[src/hdl/bubble_pkg.sv]
package bubble_pkg;

    typedef logic [11:0] pos_t;       // absolute bubble position
    typedef logic [11:0] page_t;      // flash page number
    typedef logic [2:0]  img_t;
    typedef logic [2:0]  acc_t;       // bit 1 active, bit 0 user page
    typedef logic [14:0] outaddr_t;
    typedef logic [12:0] fifoaddr_t;
    typedef logic [11:0] mapaddr_t;
    typedef logic [11:0] cnt_t;

    typedef enum logic [4:0] {
        idle, cmd_load, cmd_shift_lo, cmd_shift_hi,
        boot_setup, boot_lo, boot_hi, boot_write, boot_next,
        map_setup, map_lo, map_hi, map_write, map_next,
        head_read, head_write, head_next,
        page_lo, page_hi, page_write, page_next,
        send_wait
    } spi_state_t;

    localparam logic [7:0] spi_read_op   = 8'h03;
    localparam page_t      boot_page     = 12'h805;
    localparam page_t      page_count    = 12'd2053;
    localparam int         page_stride   = 3;          // interleave factor
    localparam cnt_t       boot_bits     = 12'd2656;
    localparam cnt_t       map_bits      = 12'd1200;
    localparam cnt_t       head_bits     = 12'd6;      // good loops ahead of page data
    localparam cnt_t       page_bits     = 12'd1030;
    localparam outaddr_t   page_out_base = 15'd14336;
    localparam cnt_t       cmd_bits      = 12'd32;

    // access type codes seen while the emulator sends
    localparam acc_t acc_boot_send = 3'b110;
    localparam acc_t acc_user_send = 3'b111;

    // what the result stage does with a reported bit
    localparam logic [1:0] mode_boot = 2'd0;
    localparam logic [1:0] mode_map  = 2'd1;
    localparam logic [1:0] mode_page = 2'd2;
    localparam logic [1:0] mode_head = 2'd3;

endpackage

[src/hdl/page_converter.sv]
`timescale 1ns/10ps

module page_converter import bubble_pkg::*;
(
    input  logic  MCLK,
    input  logic  arst_n,
    input  logic  conv_start,
    input  pos_t  conv_pos,
    output logic  conv_done,
    output page_t conv_page
);

    typedef enum logic [1:0] {
        cv_idle,
        cv_add,
        cv_sub
    } conv_state_t;

    conv_state_t state;
    logic [13:0] acc;          // up to 3 * 4095
    pos_t        pos_r;
    logic [1:0]  add_cnt;

    always_ff @(posedge MCLK or negedge arst_n)
    begin
        if (!arst_n)
        begin
            state     <= cv_idle;
            acc       <= '0;
            pos_r     <= '0;
            add_cnt   <= '0;
            conv_done <= 1'b0;
            conv_page <= '0;
        end
        else
        begin
            conv_done <= 1'b0;
            case (state)
                cv_idle:
                    if (conv_start)
                    begin
                        acc     <= '0;
                        pos_r   <= conv_pos;
                        add_cnt <= '0;
                        state   <= cv_add;
                    end
                cv_add:
                begin
                    acc     <= acc + 14'(pos_r);
                    add_cnt <= add_cnt + 2'd1;
                    if (add_cnt == 2'(page_stride - 1))
                        state <= cv_sub;
                end
                cv_sub:
                    if (acc >= 14'(page_count))
                        acc <= acc - 14'(page_count);    // one wrap per cycle
                    else
                    begin
                        conv_page <= acc[11:0];
                        conv_done <= 1'b1;
                        state     <= cv_idle;
                    end
                default:
                    state <= cv_idle;
            endcase
        end
    end

    // iterative result against the direct interleave formula
    a_page_range: assert property (@(posedge MCLK) disable iff (!arst_n)
        conv_done |-> (conv_page < page_count) &&
                      (int'(conv_page) == (page_stride * int'(pos_r)) % int'(page_count)));

endmodule

[config.mk]
export PLATFORM = sky130hd
export DESIGN_NAME = page_converter
export DESIGN_NICKNAME = d
export VERILOG_FILES = /design/src/hdl/bubble_pkg.sv /design/src/hdl/page_converter.sv
export SDC_FILE = /design/constraint.sdc
export NUM_CORES = 1
export LEC_CHECK = 0
export ABC_CLOCK_PERIOD_IN_PS = 2000
export BUFFER_PORTS_ARGS = -buffer_cell sky130_fd_sc_hd__buf_2
export CORE_UTILIZATION = 29
export DETAILED_ROUTE_END_ITERATION = 10
export PLACE_DENSITY = 0.43
export SYNTH_ARGS = -nofsm -noshare
export SYNTH_HDL_FRONTEND = slang
export SYNTH_SLANG_ARGS = --single-unit
[constraint.sdc]
create_clock -name MCLK -period 2 [get_ports MCLK]
set_input_delay 0.2 -clock MCLK [delete_from_list [all_inputs] [get_ports MCLK]]
set_output_delay 0.2 -clock MCLK [all_outputs]
set_load 0.02 [all_outputs]
* After elaboration in Yosys (flattened, before gate mapping)
Index checks and enable logic that the tools add are counted.
** Storage, ports and cells
- Bits of input ports :: 15
- Word-level logic and storage cells :: 37
- Bits in latches :: 0
- Register bits :: 43
- Memories kept :: 0
- ROM bits :: 0
- Output and inout port bits :: 13
- Bits in writable memories :: 0
** Cells by class
- $mul :: 0
- Shift-type cells :: 0
- Bitwise logic cells :: 1
- Equality and inequality tests :: 7
- Reductions and logical operators :: 8
- Divide/modulo/power cells :: 0
- Add/subtract/negate cells :: 3
- Muxes and demuxes :: 11
- Order comparisons :: 1
** Operators with widths (number)
- 14-bit case mux with 3 select lines :: 1
- 14-bit two-way mux :: 2
- 14-bit by 12-bit adder with 14-bit output :: 1
- 14-bit by 12-bit >= comparator with 1-bit output (second input constant) :: 1
- 14-bit by 12-bit subtractor with 14-bit output (second input constant) :: 1
- 2-bit two-way mux :: 4
- 2-bit inequality test (second input constant) :: 4
- 2-bit case mux with 3 select lines :: 1
- 2-bit AND reduction :: 3
- 3-bit AND reduction :: 2
- 2-bit == test (second input constant) :: 2
- 2-bit case mux with 2 select lines :: 1
- 3-bit nonzero test :: 1
- 2-bit by 1-bit adder with 2-bit output (second input constant) :: 1
- 2-bit by 1-bit == test with 1-bit output (second input constant) :: 1
- 2-bit logical NOT :: 1
- 1-bit two-way mux :: 2
- 2-bit nonzero test :: 1
- 1-bit NOT :: 1

* Longest topological paths before layout
- Depth after elaboration :: 3
- Depth in mapped cells :: 10
- Mapped depth without buffers :: 10

* Least setup slack after synthesis
Ideal clock, no wire load.
- Path kind :: reg-to-reg
- Start :: register acc[5]
- End :: register acc[11]
- Cell stages (with the launch flop) :: 10
- Data arrival time :: 2.034 ns
- Buffers on the path :: 1
- Required time :: 1.872 ns
- Path slack :: -0.162 ns
- Path through :: dfrtp_1 ha_1 clkbuf_1 nand3_1 a21oi_1 a211oi_1 nor2_1 a2111oi_0 xor2_1 o21ai_0
** On the way
- Longest elaborated chain between the ends :: 3
** Ends and longest elaborated chain
- start, declared :: line page_converter.sv:20 : logic [13:0] acc;
- start signal, assigned :: line page_converter.sv:49 : acc <= acc + 14'(pos_r);
- start signal, assigned :: line page_converter.sv:56 : acc <= acc - 14'(page_count);
- 14-bit by 12-bit subtractor with 14-bit output or 14-bit by 12-bit >= comparator with 1-bit output (tied branches) :: line page_converter.sv:56, page_converter.sv:55
- 14-bit two-way mux or 2-bit inequality test (tied branches)
- 14-bit case mux with 3 select lines or 3-bit AND reduction (tied branches)
Several ways; a longest one is shown, not always the timed one. The select of a mux whose other input is x is not followed.
A chain may end at the register's enable or synchronous reset.

* Worst setup path after layout
- Start :: register acc[7]
- End :: register acc[10]
The elaborated chain is that of the path after synthesis.

==> impl_metrics.toml <==
[timing]
setup_viol = 29
clock_skew_ps = 4.63
fin_ws_ps = -201
finalHoldViolations = 0
clock.fmax_ghz = 0.454
period_needed_ps = 2200
rsz0062_at_grt = "true"
worst_pin_slew_ps = 383
relSlewSlack = 0.745
finalCritPeriodShare = 1.10
final-max-slew-violation-count = 0

[yosys]
synth_edf_count = 0
yosysSeqAreaShare = 0.401
ys_types = 56
synthArstFlopShare = 1.00
synth_nets = 312
yosysTopAreaCell = "dfrtp_1"
synth_ff_type = "dfrtp_1"
synth_area_per_cell_sq_um = 9.69
synthTopCellsByArea = "dfrtp_1, ha_1, mux2_2"
synth_common_cells = "dfrtp_1, o21ai_0, nand2_1, mux2_2, ha_1"
synth_top_area_frac = 0.401
yosysWarnings = 0
netlist_area_sq_um = 2680
yosysMostFrequentCell = "dfrtp_1"
synth_seq_cells = 43
synthCells = 277

[clock_network]
cts.sinks = 43
cts-htree-levels = 2
cts_tree = "built"
cts_inserted_buffers = 5
clk_pin_slew_worst_paths_ps = 90
cts_root_buf = "clkbuf_8"
clock_path_buffers = 2
clk_latency_ps = 300

[critical_path]
slowest_stage = "or4_4"
cp.buffers_inverters = 1
arrival_ps = 2380
critPathKind = "reg2reg"
startpoint_type = "register"
cp.required_ps = 2170
path_cells = "or4_4 -> o41ai_4 -> nand3_4 -> and2_4 -> nand3_2 -> buf_4 -> o221ai_1"
crit_path_end_kind = "register"
crit_family = "simple AND/OR/NAND/NOR gates"
r2r-start = "acc[7]$_DFFE_PN0P_"
startpoint = "acc[7]$_DFFE_PN0P_"
crit_fanout = 7
critPathMaxStageDelay_ps = 540

[routing]
vias = 2430
drtAntennaViolNets = 0
drc = 3
first_pass_iters = 7
wl_per_cell_um = 15.5
routed_via_density = 5.01
wl_mm = 7.50
drtIter0Drc = 99

[placed_design]
hpwl_mm = 5.63
io_buffer_count = 27
gp_congestion = 0.836
pre_cts_slack_ps = -343

[die]
die_area_sq_um = 9640
start_util = 0.303
die_y_um = 98.2
core_area_sq_um = 8850
io_pins = 28
placementRows = 34
die_w_um = 98.2

[finish]
antenna_cells = 0
utilization = 0.444
drive_gt1_frac = 0.477
register_area_sq_um = 1080
fin_nets = 411
multiInputGateArea_sq_um = 1760
fillers = 878
area_delta_synth_final_pct = 46.5

[global_routing]
grt_pass1_vias = 2384
track_usage = 0.163
grt_overflow = 0
antenna_found_initial = 0
grt_pass1_wl_mm = 12.3
grt_max_degree = 17

[power]
leakagePower_nw = 1.82
peakVddDrop_uv = 519
power_density_nw_per_um2 = 1550
total_power_mw = 6.08

[min_path]
hold_class = "in2reg"
hp-start = "conv_pos[4]"

[outcome]
violations = "design-rule violations, negative setup slack"
status = "finished with violations"

[flow_run]
maxCapViolCount = 0
-- cell usage in the layout, fill, tap and decap left out, drive strengths merged, types with 2 or more instances in the layout --
cell type / n
o221ai: 2
and3: 2
a21o: 2
nor3: 7
a21oi: 17
nor2: 16
a2bb2oi: 2
xor2: 6
nor2b: 3
nand2: 27
or4: 3
nand2b: 3
dfrtp: 43
nand3: 13
o211ai: 3
inv: 12
mux2: 21
bufinv: 2
o21ai: 31
clkbuf: 6
o31ai: 2
xnor2: 4
buf: 100
a31oi: 2
or3: 2
ha: 19
a22oi: 2
-- routing by layer --
| metal | global-route usage | routed length (um) |
|---|---|---|
| met5 | 0 | 0 |
| met4 | 0.0482 | 97 |
| met3 | 0.0251 | 223 |
| met2 | 0.244 | 3320 |
| met1 | 0.240 | 3870 |
-- report_power, final --
part           total (mW)  internal, mW  switching, mW
registers            1.36          1.16          0.201
clock network       0.839         0.499          0.340
logic                3.88          1.93           1.95
total                6.08          3.59           2.49
-- state kept, by name (all words and copies together), names as in the netlist --
name and count:
conv_page 12, add_cnt 2, conv_done 1, state 2
pos_r 12, acc 14
-- final timing paths --
path	to	depth (start not counted)	slack, ps
worst max-delay path	acc[10]$_DFFE_PN0P_	7	-200
worst min-delay path	pos_r[4]$_DFFE_PN0P_	2	120
worst max register to register	acc[10]$_DFFE_PN0P_	7	-200
worst min register to register	add_cnt[0]$_DFFE_PN0P_	1	500
max in group asynchronous	acc[7]$_DFFE_PN0P_	3	1100
min in group asynchronous	pos_r[4]$_DFFE_PN0P_	2	340
-- timing repair --
item,CTS,global route
gates resized for setup,46,34
hold endpoints to repair,13,0
gates cloned,0,1
endpoints found under the setup margin,26,28
setup buffers,4,8
pin swaps,23,14
hold buffers,1,0
-- area by class of cell --
| type | count | area share |
|---|---|---|
| repair buffers | 102 | 0.196 |
| inverters | 13 | 0.0137 |
| multi-input cells | 211 | 0.447 |
| well taps | 108 | 0.0344 |
| clock buffers | 5 | 0.0175 |
| clock inverters | 3 | 0.0172 |
| flip-flops and latches | 43 | 0.275 |
-- cells by family (layout without fill, tap and decap cells) --
family | after synthesis | in the layout | share of synthesized area
compound gates | 74 | 74 | 0.173
xor+xnor | 10 | 10 | 0.0326
fa+ha+maj | 20 | 20 | 0.0960
buf+inv | 23 | 123 | 0.0378
flops | 43 | 43 | 0.401
mux | 22 | 22 | 0.0918
simple gates | 85 | 85 | 0.168
-- stage by stage --
stage | instances | hold slack, ps | TNS, ps | area (sq um)
6_report | 485 | 117 | -3310 | 3930
5_1_grt | 485 | 106 | -5340 | 3930
4_1_cts | 476 | 110 | -2740 | 3710
3_5_place_dp | 463 | 148 | -3860 | 3360
3_3_place_gp | 463 | 143 | -3270 | 3360
2_1_floorplan | 277 | -95.6 | -1290 | 2690
(Power assumes the default switching activity.)
