File: src/hdl/bubble_pkg.sv
package bubble_pkg;

    typedef logic [11:0] pos_t;       // absolute bubble position
    typedef logic [11:0] page_t;      // flash page number
    typedef logic [2:0]  img_t;
    typedef logic [2:0]  acc_t;       // bit 1 active, bit 0 user page
    typedef logic [14:0] outaddr_t;
    typedef logic [12:0] fifoaddr_t;
    typedef logic [11:0] mapaddr_t;
    typedef logic [11:0] cnt_t;

    typedef enum logic [4:0] {
        idle, cmd_load, cmd_shift_lo, cmd_shift_hi,
        boot_setup, boot_lo, boot_hi, boot_write, boot_next,
        map_setup, map_lo, map_hi, map_write, map_next,
        head_read, head_write, head_next,
        page_lo, page_hi, page_write, page_next,
        send_wait
    } spi_state_t;

    localparam logic [7:0] spi_read_op   = 8'h03;
    localparam page_t      boot_page     = 12'h805;
    localparam page_t      page_count    = 12'd2053;
    localparam int         page_stride   = 3;          // interleave factor
    localparam cnt_t       boot_bits     = 12'd2656;
    localparam cnt_t       map_bits      = 12'd1200;
    localparam cnt_t       head_bits     = 12'd6;      // good loops ahead of page data
    localparam cnt_t       page_bits     = 12'd1030;
    localparam outaddr_t   page_out_base = 15'd14336;
    localparam cnt_t       cmd_bits      = 12'd32;

    // access type codes seen while the emulator sends
    localparam acc_t acc_boot_send = 3'b110;
    localparam acc_t acc_user_send = 3'b111;

    // what the result stage does with a reported bit
    localparam logic [1:0] mode_boot = 2'd0;
    localparam logic [1:0] mode_map  = 2'd1;
    localparam logic [1:0] mode_page = 2'd2;
    localparam logic [1:0] mode_head = 2'd3;

endpackage

File: src/hdl/spi_flash_reader.sv
`timescale 1ns/10ps

module spi_flash_reader import bubble_pkg::*;
(
    input  logic       MCLK,
    input  logic       arst_n,
    input  acc_t       acc_type,
    input  img_t       img_num,
    input  pos_t       abs_pos,
    output logic       conv_start,
    output pos_t       conv_pos,
    input  logic       conv_done,
    input  page_t      conv_page,
    output logic       spi_cs_n,
    output logic       spi_clk,
    output logic       spi_mosi,
    input  logic       spi_miso,
    output logic       bit_val,
    output logic       bit_strobe,
    output logic [1:0] mode,
    output logic       mask_req,
    input  logic       loop_good,
    output logic       phase_start,
    output logic       access_end,
    output logic       fifo_en,
    output logic       fifo_send_boot,
    output logic       fifo_send_user
);

    spi_state_t  state;
    logic [31:0] cmd_sr;       // instruction, MSB goes out first
    cnt_t        cnt;
    logic        acc_user;     // acc_type[0] taken at start

    assign bit_strobe = (state == boot_write) || (state == map_write) ||
                        (state == head_write) || (state == page_write);
    assign mask_req   = (state == head_read) || (state == page_lo);

    always_ff @(posedge MCLK)
    begin
        if (state == idle)
            conv_pos <= abs_pos + 12'd1;    // controller counts the page ahead
        if (state == cmd_load && conv_done)
            cmd_sr <= {spi_read_op, 2'b00, img_num, acc_user ? conv_page : boot_page, 7'd0};
        else if (state == cmd_shift_lo)
            cmd_sr <= {cmd_sr[30:0], 1'b0};
        if (state == boot_hi || state == map_hi || state == page_hi)
            bit_val <= spi_miso;
    end

    always_ff @(posedge MCLK or negedge arst_n)
    begin
        if (!arst_n)
        begin
            state          <= idle;
            spi_cs_n       <= 1'b1;
            spi_clk        <= 1'b1;
            spi_mosi       <= 1'b0;
            cnt            <= '0;
            acc_user       <= 1'b0;
            mode           <= mode_boot;
            conv_start     <= 1'b0;
            phase_start    <= 1'b0;
            access_end     <= 1'b0;
            fifo_en        <= 1'b0;
            fifo_send_boot <= 1'b0;
            fifo_send_user <= 1'b0;
        end
        else
        begin
            conv_start  <= 1'b0;
            phase_start <= 1'b0;
            access_end  <= 1'b0;
            case (state)
                idle:
                    if (acc_type[1])
                    begin
                        acc_user   <= acc_type[0];
                        conv_start <= 1'b1;
                        state      <= cmd_load;
                    end
                cmd_load:
                    if (conv_done)
                    begin
                        spi_cs_n <= 1'b0;
                        fifo_en  <= 1'b1;
                        cnt      <= '0;
                        state    <= cmd_shift_lo;
                    end
                cmd_shift_lo:
                begin
                    spi_clk  <= 1'b0;
                    spi_mosi <= cmd_sr[31];
                    cnt      <= cnt + 12'd1;
                    state    <= cmd_shift_hi;
                end
                cmd_shift_hi:
                begin
                    spi_clk <= 1'b1;
                    if (cnt != cmd_bits)
                        state <= cmd_shift_lo;
                    else if (acc_user)
                    begin
                        mode        <= mode_head;
                        phase_start <= 1'b1;
                        cnt         <= '0;
                        state       <= head_read;
                    end
                    else
                        state <= boot_setup;
                end
                boot_setup:
                begin
                    mode        <= mode_boot;
                    phase_start <= 1'b1;
                    cnt         <= '0;
                    state       <= boot_lo;
                end
                boot_lo:
                begin
                    spi_clk <= 1'b0;
                    state   <= boot_hi;
                end
                boot_hi:
                begin
                    spi_clk <= 1'b1;
                    state   <= boot_write;
                end
                boot_write:
                    state <= boot_next;
                boot_next:
                    if (cnt == boot_bits - 12'd1)
                        state <= map_setup;
                    else
                    begin
                        cnt   <= cnt + 12'd1;
                        state <= boot_lo;
                    end
                map_setup:
                begin
                    mode  <= mode_map;      // output addresses carry on
                    cnt   <= '0;
                    state <= map_lo;
                end
                map_lo:
                begin
                    spi_clk <= 1'b0;
                    state   <= map_hi;
                end
                map_hi:
                begin
                    spi_clk <= 1'b1;
                    state   <= map_write;
                end
                map_write:
                    state <= map_next;
                map_next:
                    if (cnt == map_bits - 12'd1)
                    begin
                        spi_cs_n <= 1'b1;
                        state    <= send_wait;
                    end
                    else
                    begin
                        cnt   <= cnt + 12'd1;
                        state <= map_lo;
                    end
                head_read:
                    state <= head_write;
                head_write:
                    state <= head_next;
                head_next:
                    if (!loop_good)
                        state <= head_read;
                    else if (cnt == head_bits - 12'd1)
                    begin
                        mode  <= mode_page;
                        cnt   <= '0;
                        state <= page_lo;
                    end
                    else
                    begin
                        cnt   <= cnt + 12'd1;
                        state <= head_read;
                    end
                page_lo:
                begin
                    spi_clk <= ~loop_good;  // stays high when repeating a bad loop
                    state   <= page_hi;
                end
                page_hi:
                begin
                    spi_clk <= 1'b1;
                    state   <= page_write;
                end
                page_write:
                    state <= page_next;
                page_next:
                    if (!loop_good)
                        state <= page_lo;
                    else if (cnt == page_bits - 12'd1)
                    begin
                        spi_cs_n <= 1'b1;
                        state    <= send_wait;
                    end
                    else
                    begin
                        cnt   <= cnt + 12'd1;
                        state <= page_lo;
                    end
                send_wait:
                begin
                    fifo_en        <= 1'b0;
                    fifo_send_boot <= (acc_type == acc_boot_send);
                    fifo_send_user <= (acc_type == acc_user_send);
                    if (!acc_type[1])
                    begin
                        fifo_send_boot <= 1'b0;
                        fifo_send_user <= 1'b0;
                        access_end     <= 1'b1;
                        state          <= idle;
                    end
                end
                default:
                    state <= idle;
            endcase
        end
    end

    a_cs_idle: assert property (@(posedge MCLK) disable iff (!arst_n)
        (state == idle || state == send_wait) |-> spi_cs_n);

endmodule

File: config.mk
export PLATFORM = sky130hd
export DESIGN_NAME = spi_flash_reader
export DESIGN_NICKNAME = d
export VERILOG_FILES = /design/src/hdl/bubble_pkg.sv /design/src/hdl/spi_flash_reader.sv
export SDC_FILE = /design/constraint.sdc
export NUM_CORES = 1
export LEC_CHECK = 0
export ABC_CLOCK_PERIOD_IN_PS = 2950
export BUFFER_PORTS_ARGS = -buffer_cell sky130_fd_sc_hd__clkbuf_2
export CAP_MARGIN = 20
export CORE_ASPECT_RATIO = 0.9
export CORE_MARGIN = 5
export CORE_UTILIZATION = 40
export CTS_BUF_LIST = sky130_fd_sc_hd__clkbuf_8 sky130_fd_sc_hd__clkbuf_16
export CTS_CLUSTER_DIAMETER = 40
export DETAILED_ROUTE_END_ITERATION = 8
export PLACE_DENSITY = 0.63
export SKIP_CTS_REPAIR_TIMING = 1
export SLEW_MARGIN = 0
export SYNTH_ARGS = -nofsm -noshare
export SYNTH_HDL_FRONTEND = slang
export SYNTH_SLANG_ARGS = --single-unit
File: constraint.sdc
create_clock -name MCLK -period 2.95 [get_ports MCLK]
set_input_delay 0.885 -clock MCLK [delete_from_list [all_inputs] [get_ports MCLK]]
set_output_delay 0.885 -clock MCLK [all_outputs]
set_load 0.05 [all_outputs]
## Word level (Yosys, flattened, before mapping)

Index checks and enable logic that the tools add are counted.

- Register bits after elaboration: 67
- Output and inout bits: 26
- Word-level logic and storage cells: 131
- Input port bits: 35

- Equality and inequality tests: 41
- Mux-type cells: 47
- Reductions and logical operators: 23
- Bitwise logic cells: 1
- Add/subtract/negate cells: 2

Operators by type and width:

| cell | number |
|---|---|
| 12-bit 2-to-1 mux | 10 |
| 5-bit case mux with 22 select lines | 1 |
| 12-bit case mux with 8 select lines | 1 |
| 22-bit 2-to-1 mux | 2 |
| 5-bit by 4-bit equality test with 1-bit output, second input constant | 8 |
| 5-bit equality test, second input constant | 6 |
| 5-bit 2-to-1 mux | 6 |
| 2-bit != test, second input constant | 13 |
| 12-bit by 1-bit adder with 12-bit output, second input constant | 2 |
| 12-bit by 11-bit equality test with 1-bit output, second input constant | 2 |
| 5-bit by 3-bit equality test with 1-bit output, second input constant | 4 |
| 1-bit 2-to-1 mux | 13 |
| 12-bit equality test, second input constant | 1 |
| 12-bit by 3-bit equality test with 1-bit output, second input constant | 1 |
| 4-bit 2-to-1 mux | 3 |
| 12-bit by 6-bit != test with 1-bit output, second input constant | 1 |
| 5-bit by 2-bit equality test with 1-bit output, second input constant | 2 |
| 5-bit AND reduction | 2 |
| 9-bit AND reduction | 1 |
| 2-bit 2-to-1 mux | 4 |
| 2-bit case mux with 4 select lines | 1 |
| 8-bit nonzero test | 1 |
| 3-bit equality test, second input constant | 2 |
| 1-bit logical OR | 6 |
| other kinds (15) | 21 |

## Depth between registers and ports, before layout

Gate-level depths: netlist of run 1.

- Word-level depth: 4
- Depth in mapped cells: 10
- Mapped depth without buffers: 8

## Least setup slack after synthesis of run 1

OpenSTA, ideal clock, no wires.

- Path type: register to output
- From: reg state[0]
- To: out mask_req
- Arrival time: 1.972 ns
- Cell stages (with the launch flop): 6
- Path slack: 0.093 ns
- Path buffers: 1
- Data required time: 2.065 ns
- Path through: dfrtp_1 > clkbuf_1 > inv_1 > nor2_1 > nand2_1 > o22ai_1

- Word-level cells in the longest chain between the ends: 2
- Elaborated cells between the ends (all ways): 3
- Those cells by class: eq/ne (2); reduce/logical (1)

Ends and longest elaborated chain:

| element | line | RTL |
|---|---|---|
| from (decl) | spi_flash_reader.sv:30 | `spi_state_t state;` |
| from (signal assigned) | spi_flash_reader.sv:55 | `state <= idle;` |
| from (signal assigned) | spi_flash_reader.sv:80 | `state <= cmd_load;` |
| from (signal assigned) | spi_flash_reader.sv:88 | `state <= cmd_shift_lo;` |
| 5-bit by 4-bit equality test with 1-bit output / 5-bit equality test (equally long branches) | spi_flash_reader.sv:37 | `assign mask_req = (state == head_read) \|\| (state == page_lo);` |
| 1-bit logical OR * | spi_flash_reader.sv:37 |  |
| to (decl) | spi_flash_reader.sv:21 | `output logic mask_req,` |

Every way passes the cells marked *; elsewhere a longest branch is shown, timed or not.

## Worst setup path in the final report of run 1

Ends and elaborated chain as after synthesis.

==> results of run 1 <==
final timing paths:
kind	startpoint	end	slack, ns	cells past startpoint
worst min-delay path	cmd_sr[31]	spi_mosi	0.43	2
worst max register to register	cnt[9]	cnt[8]	0.44	6
worst max-delay path	state[0]	mask_req	0.24	6
max in group asynchronous	arst_n	state[3]	1.78	1
min in group asynchronous	arst_n	cnt[0]	0.62	1
worst min register to register	cmd_sr[31]	spi_mosi	0.43	2
power groups by stage:
| stage | registers (mW) | clock network [mW] | logic [mW] |
|---|---|---|---|
| after detailed placement | 1.60 | 0 | 2.06 |
| after floorplan | 1.82 | 0 | 1.30 |
| final | 1.58 | 0.784 | 2.06 |
| after global placement | 1.59 | 0 | 2.04 |
| after global routing | 1.63 | 0.853 | 2.26 |
| after CTS | 1.58 | 0.816 | 2.06 |
sequential cells by signal, summed over array words and instances (netlist names):
| signal | flops |
|---|---|
| access_end | 1 |
| fifo_send_boot | 1 |
| bit_val | 1 |
| conv_pos | 12 |
| fifo_en | 1 |
| fifo_send_user | 1 |
| spi_clk | 1 |
| acc_user | 1 |
| state | 5 |
| conv_start | 1 |
| mode | 2 |
| spi_mosi | 1 |
| phase_start | 1 |
| cnt | 12 |
| cmd_sr | 25 |
| spi_cs_n | 1 |
tightest hold or removal path, delay by kind of cell (launching register included):
kind,cells,cell delay (ns)
AND/OR/NAND/NOR,2,0.09
flip-flops,1,0.31
cell type report:
type | count | area, um^2 | share of cell area
sequential | 67 | 1770 | 0.405
multi-input combinational | 304 | 1750 | 0.399
tap | 122 | 153 | 0.0349
timing repair buffer | 81 | 458 | 0.105
clock inverter | 6 | 65.1 | 0.0149
inverter | 13 | 48.8 | 0.0111
clock buffer | 10 | 138 | 0.0314
per-stage QoR:
stage / area [um^2] / power (mW) / hold slack (ns)
finish: 4380 / 4.43 / 0.434
global route: 4380 / 4.75 / 0.462
CTS: 4380 / 4.46 / 0.439
detailed placement: 4170 / 3.66 / 0.428
global placement: 4170 / 3.63 / 0.427
floorplan: 3750 / 3.12 / 0.413
Yosys cell counts (all sizes together), types with 5 or more instances:
| library cell | count |
|---|---|
| a21oi | 20 |
| a31oi | 7 |
| and3 | 10 |
| buf | 18 |
| clkbuf | 13 |
| dfrtp | 27 |
| dfxtp | 10 |
| edfxtp | 28 |
| inv | 13 |
| nand2 | 74 |
| nand3 | 37 |
| nor2 | 30 |
| nor2b | 5 |
| nor3 | 8 |
| o21ai | 14 |
| o22ai | 9 |
| o31ai | 15 |
| or3 | 5 |
| or4 | 5 |
| xnor2 | 9 |
cells by family after synthesis:
logic type      Yosys count
compound gates           90
xor+xnor                 11
fa+ha+maj                 4
buf+inv                  44
flops                    67
mux                       3
simple gates            196
routing by layer:
metal / up-vias / global-route usage / wire, um
met5: - / 0 / 0
met4: 0 / 0.0591 / 175
met3: 17 / 0.0509 / 648
met2: 128 / 0.250 / 4110
met1: 1551 / 0.217 / 4070
li1: 1617 / - / -
==> impl_metrics.json, run 1 <==
{
  "status": "finished, final reports clean",
  "root_buffer": "clkbuf_8",
  "tns_ns": 0,
  "synth_nets": 454,
  "critical_path.slowest_cell": "dfrtp_1",
  "cts_sinks": 67,
  "powerDensity_nw_per_um2": 1010,
  "combPwrFrac": 0.466,
  "leakagePower_nw": 1.90,
  "syn_area_per_cell_um2": 9.03,
  "pwr-share-clk": 0.177,
  "vias_per_cell": 5.49,
  "io_pins": 61,
  "most-common-layout-cells": "74 x nand2_1, 60 x clkbuf_2, 36 x nand3_1",
  "fmax_mhz": 369,
  "setup_violations": 0,
  "place_inst": 587,
  "async_flop_share": 0.433,
  "cts_max_path_buffers": 2,
  "end_kind": "primary output",
  "fp.dieH_um": 102,
  "dp_hpwl_mm": 6.36,
  "synth-simple-area-share": 0.257,
  "synth-edff-count": 28,
  "grt_antenna_before_repair": 0,
  "start_util": 0.411,
  "critPathMaxFanout": 13,
  "synth-seq-area-share": 0.472,
  "core_um2": 9130,
  "netlist.area_leader.share": 0.224,
  "vias": 3313,
  "io_buffers": 60,
  "grt.overflow.total": 0,
  "die_w_um": 112,
  "wl_per_cell_um": 14.9,
  "yosysWarnings": 0,
  "layout.cells.most_common": "nand2_1",
  "relSlewSlack": 0.468,
  "synthAdderAreaFrac": 0.0134,
  "ys_ff_latch": 67,
  "drc": 0,
  "fin_ws_ns": 0.240,
  "min_period_over_period": 0.919,
  "ir_worst_vdd_uv": 562,
  "syn_area_um2": 3750,
  "ys_top_cells_by_area": "edfxtp_1 22%, dfrtp_1 18%, nand2_1 7.4%",
  "crit_family": "buffers and inverters",
  "h-tree-depth": 3,
  "clkTransAtPathRegs_ns": 0.08,
  "synth_mux_area_frac": 0.00835,
  "synthCells": 415,
  "ys.flop_type": "edfxtp_1",
  "std_cell_rows": 33,
  "switchingPower_mw": 1.97,
  "finalClockSkew_ns": 0.0101,
  "synth_compound_area_frac": 0.162,
  "antenna_cells": 0,
  "grtUsageTotal": 0.162,
  "synth_top_family_by_area": "simple AND/OR/NAND/NOR gates",
  "drt_wl_total_mm": 9.00,
  "drv_cap": 0,
  "slew_violations": 0,
  "dieArea_um2": 11400,
  "synth_cell_type_count": 65,
  "final_net_count": 515,
  "clkLatencyLatePin_ns": 0.34,
  "drtAntennaViolNets": 0,
  "startpoint_type": "flip-flop",
  "gp_congestion": 0.888,
  "p_seq_frac": 0.357,
  "cts_buffers": 9,
  "pre_cts_ws_ns": 0.300,
  "slowest_delay_ns": 0.47,
  "path_cells": "buf_4 -> inv_1 -> nor2_1 -> nand2_1 -> o22ai_1 -> clkbuf_2",
  "synth_top_area_cell": "edfxtp_1",
  "syn2layout_area_growth_pct": 16.9,
  "sw_frac_of_total": 0.444,
  "min_path_type": "reg -> reg",
  "worst_slew_pin_slew_ns": 0.798,
  "crit_buf_inv": 3,
  "final_util": 0.480,
  "rsz0062_at_grt": "false",
  "dr.pass1.iters": 6,
  "hold_violations": 0,
  "grt_max_degree": 30,
  "grt_pass1_vias": 3163,
  "drive_above_1_share": 0.231,
  "grt_pass1_wl_mm": 15.0,
  "cts_tree": "yes",
  "power.internal_mw": 2.46,
  "first_iter_violations": 426,
  "path_class": "reg -> out",
  "fill_cells": 868,
  "synth_xor_area_frac": 0.0257,
  "period_needed_ns": 2.71,
  "arrival_ns": 1.83,
  "fin_cells": 603,
  "crit_required_ns": 2.07
}
Power figures use the tool's default switching activity.
==> run 2, diff against run 1 <==
- CORE_ASPECT_RATIO: 0.9 -> not set
==> run 2 against run 1 <==
Effect of this change: flip-flop and latch count stayed put; core utilization is 0.55 points lower; sequential power about the same; setup slack worse by 0.061 ns; sequential share of layout area increased by 0.18 points; critical path depth fell by 3; clock power hardly changed; cell area down 0.37%; largest power group unchanged.
==> impl_metrics.json, run 2 (same netlist as run 1, synthesis figures left out) <==
{
  "die_w_um": 107,
  "status": "finished, final reports clean",
  "cts_buffers": 9,
  "grt.overflow.total": 0,
  "switchingPower_mw": 1.99,
  "layout.cells.most_common": "nand2_1",
  "power.internal_mw": 2.44,
  "end_kind": "primary output",
  "leakagePower_nw": 1.90,
  "syn2layout_area_growth_pct": 16.4,
  "critPathMaxFanout": 19,
  "min-delay-start": "cmd_sr[31]",
  "slew_violations": 0,
  "wl_per_cell_um": 15.7,
  "min_path_type": "reg -> reg",
  "clkLatencyLatePin_ns": 0.34,
  "r2r-end": "cnt[6]",
  "grtUsageTotal": 0.168,
  "dr.pass1.iters": 4,
  "drive_above_1_share": 0.233,
  "p_seq_frac": 0.360,
  "powerDensity_nw_per_um2": 1020,
  "grt_pass1_wl_mm": 15.3,
  "arrival_ns": 1.89,
  "std_cell_rows": 35,
  "critical_path.slowest_cell": "dfrtp_2",
  "rsz0062_at_grt": "false",
  "relSlewSlack": 0.498,
  "cts_tree": "yes",
  "hold_path_end": "spi_mosi",
  "crit_required_ns": 2.07,
  "pre_cts_ws_ns": 0.330,
  "fill_cells": 901,
  "startpoint": "state[3]",
  "period_needed_ns": 2.77,
  "drt_wl_total_mm": 9.30,
  "tns_ns": 0,
  "io_pins": 61,
  "ir_worst_vdd_uv": 348,
  "cts_max_path_buffers": 2,
  "fp.dieH_um": 107,
  "biggestRegsByFlops": "cmd_sr x25, cnt x12, conv_pos x12",
  "min_path_cells": 2,
  "grt_antenna_before_repair": 0,
  "dp_hpwl_mm": 6.60,
  "dieArea_um2": 11400,
  "final_net_count": 515,
  "drtAntennaViolNets": 0,
  "r2r-start": "cnt[0]",
  "cts_sinks": 67,
  "worst_slew_pin_slew_ns": 0.748,
  "min_period_over_period": 0.940,
  "largest_register": "cmd_sr",
  "finalClockSkew_ns": 0.00937,
  "path_class": "reg -> out",
  "crit_family": "flip-flops",
  "sw_frac_of_total": 0.448,
  "gp_congestion": 0.889,
  "drv_cap": 0,
  "startpoint_type": "flip-flop",
  "crit_buf_inv": 1,
  "grt_pass1_vias": 3146,
  "path_cells": "nand3_1 -> o22ai_1 -> clkbuf_2",
  "grt_max_degree": 30,
  "core_um2": 9200,
  "h-tree-depth": 3,
  "setup_violations": 0,
  "r2r_setup_slack_ns": 0.41,
  "root_buffer": "clkbuf_8",
  "final_util": 0.474,
  "fin_ws_ns": 0.178,
  "drc": 0,
  "regArea_um2": 1770,
  "r2r_cells": 7,
  "vias_per_cell": 5.63,
  "start_util": 0.407,
  "hold_violations": 0,
  "io_buffers": 60,
  "fmax_mhz": 361,
  "worstSetupPathDepth": 3,
  "slowest_delay_ns": 0.59,
  "vias": 3332,
  "most-common-layout-cells": "74 x nand2_1, 60 x clkbuf_2, 36 x nand3_1",
  "largest_register_ffs": 25,
  "antenna_cells": 0,
  "combPwrFrac": 0.463,
  "multi_input_area_um2": 1750,
  "pwr-share-clk": 0.177,
  "first_iter_violations": 201,
  "clkTransAtPathRegs_ns": 0.08
}
## run 2: cell types whose count changed in the layout (fill, tap and decap cells not counted), sizes merged
cell | before | now
clkbuf | 70 | 69
clkinvlp | 1 | 0
inv | 13 | 15
## run 2: through the flow
step                hold slack [ns]  instance area (um^2)  instances  power [mW]
floorplan                     0.413                  3750        415        3.12
global placement              0.422                  4160        576        3.62
detailed placement            0.429                  4160        576        3.65
CTS                           0.439                  4360        592        4.46
global route                  0.483                  4360        592        4.75
finish                        0.435                  4360        592        4.43
## run 2: layout make-up
class                           count  area share
Clock buffer                        9      0.0284
Clock inverter                      7      0.0172
Inverter                           13      0.0112
Multi-Input combinational cell    304       0.400
Sequential cell                    67       0.406
Tap cell                          111      0.0318
Timing Repair Buffer               81       0.105
## run 2: worst max-delay path by stage
| stage | slack [ns] | endpoint |
|---|---|---|
| after global placement | 0.36 | cnt[7] |
| after detailed placement | 0.33 | cnt[7] |
| after floorplan | 0.09 | mask_req |
| final | 0.18 | mask_req |
| after global routing | 0.05 | mask_req |
| after CTS | -0.03 | mask_req |
## run 2: layer usage
metal / vias up / wire length [um] / GRT usage
met5: - / 0 / 0
met4: 0 / 101 / 0.0630
met3: 7 / 730 / 0.0379
met2: 121 / 4430 / 0.263
met1: 1583 / 4040 / 0.228
li1: 1621 / - / -
## run 2: power by group through the flow
stage / combinational [mW] / clock, mW / sequential (mW)
floorplan: 1.30 / 0 / 1.82
global placement: 2.02 / 0 / 1.60
detailed placement: 2.04 / 0 / 1.61
CTS: 2.05 / 0.812 / 1.59
global route: 2.26 / 0.849 / 1.64
finish: 2.05 / 0.785 / 1.60
## run 2: tightest hold or removal path: stages, from the launching register on
cell and delay (ns):
dfxtp_1 0.32, nand2_1 0.05, nand2_1 0.04
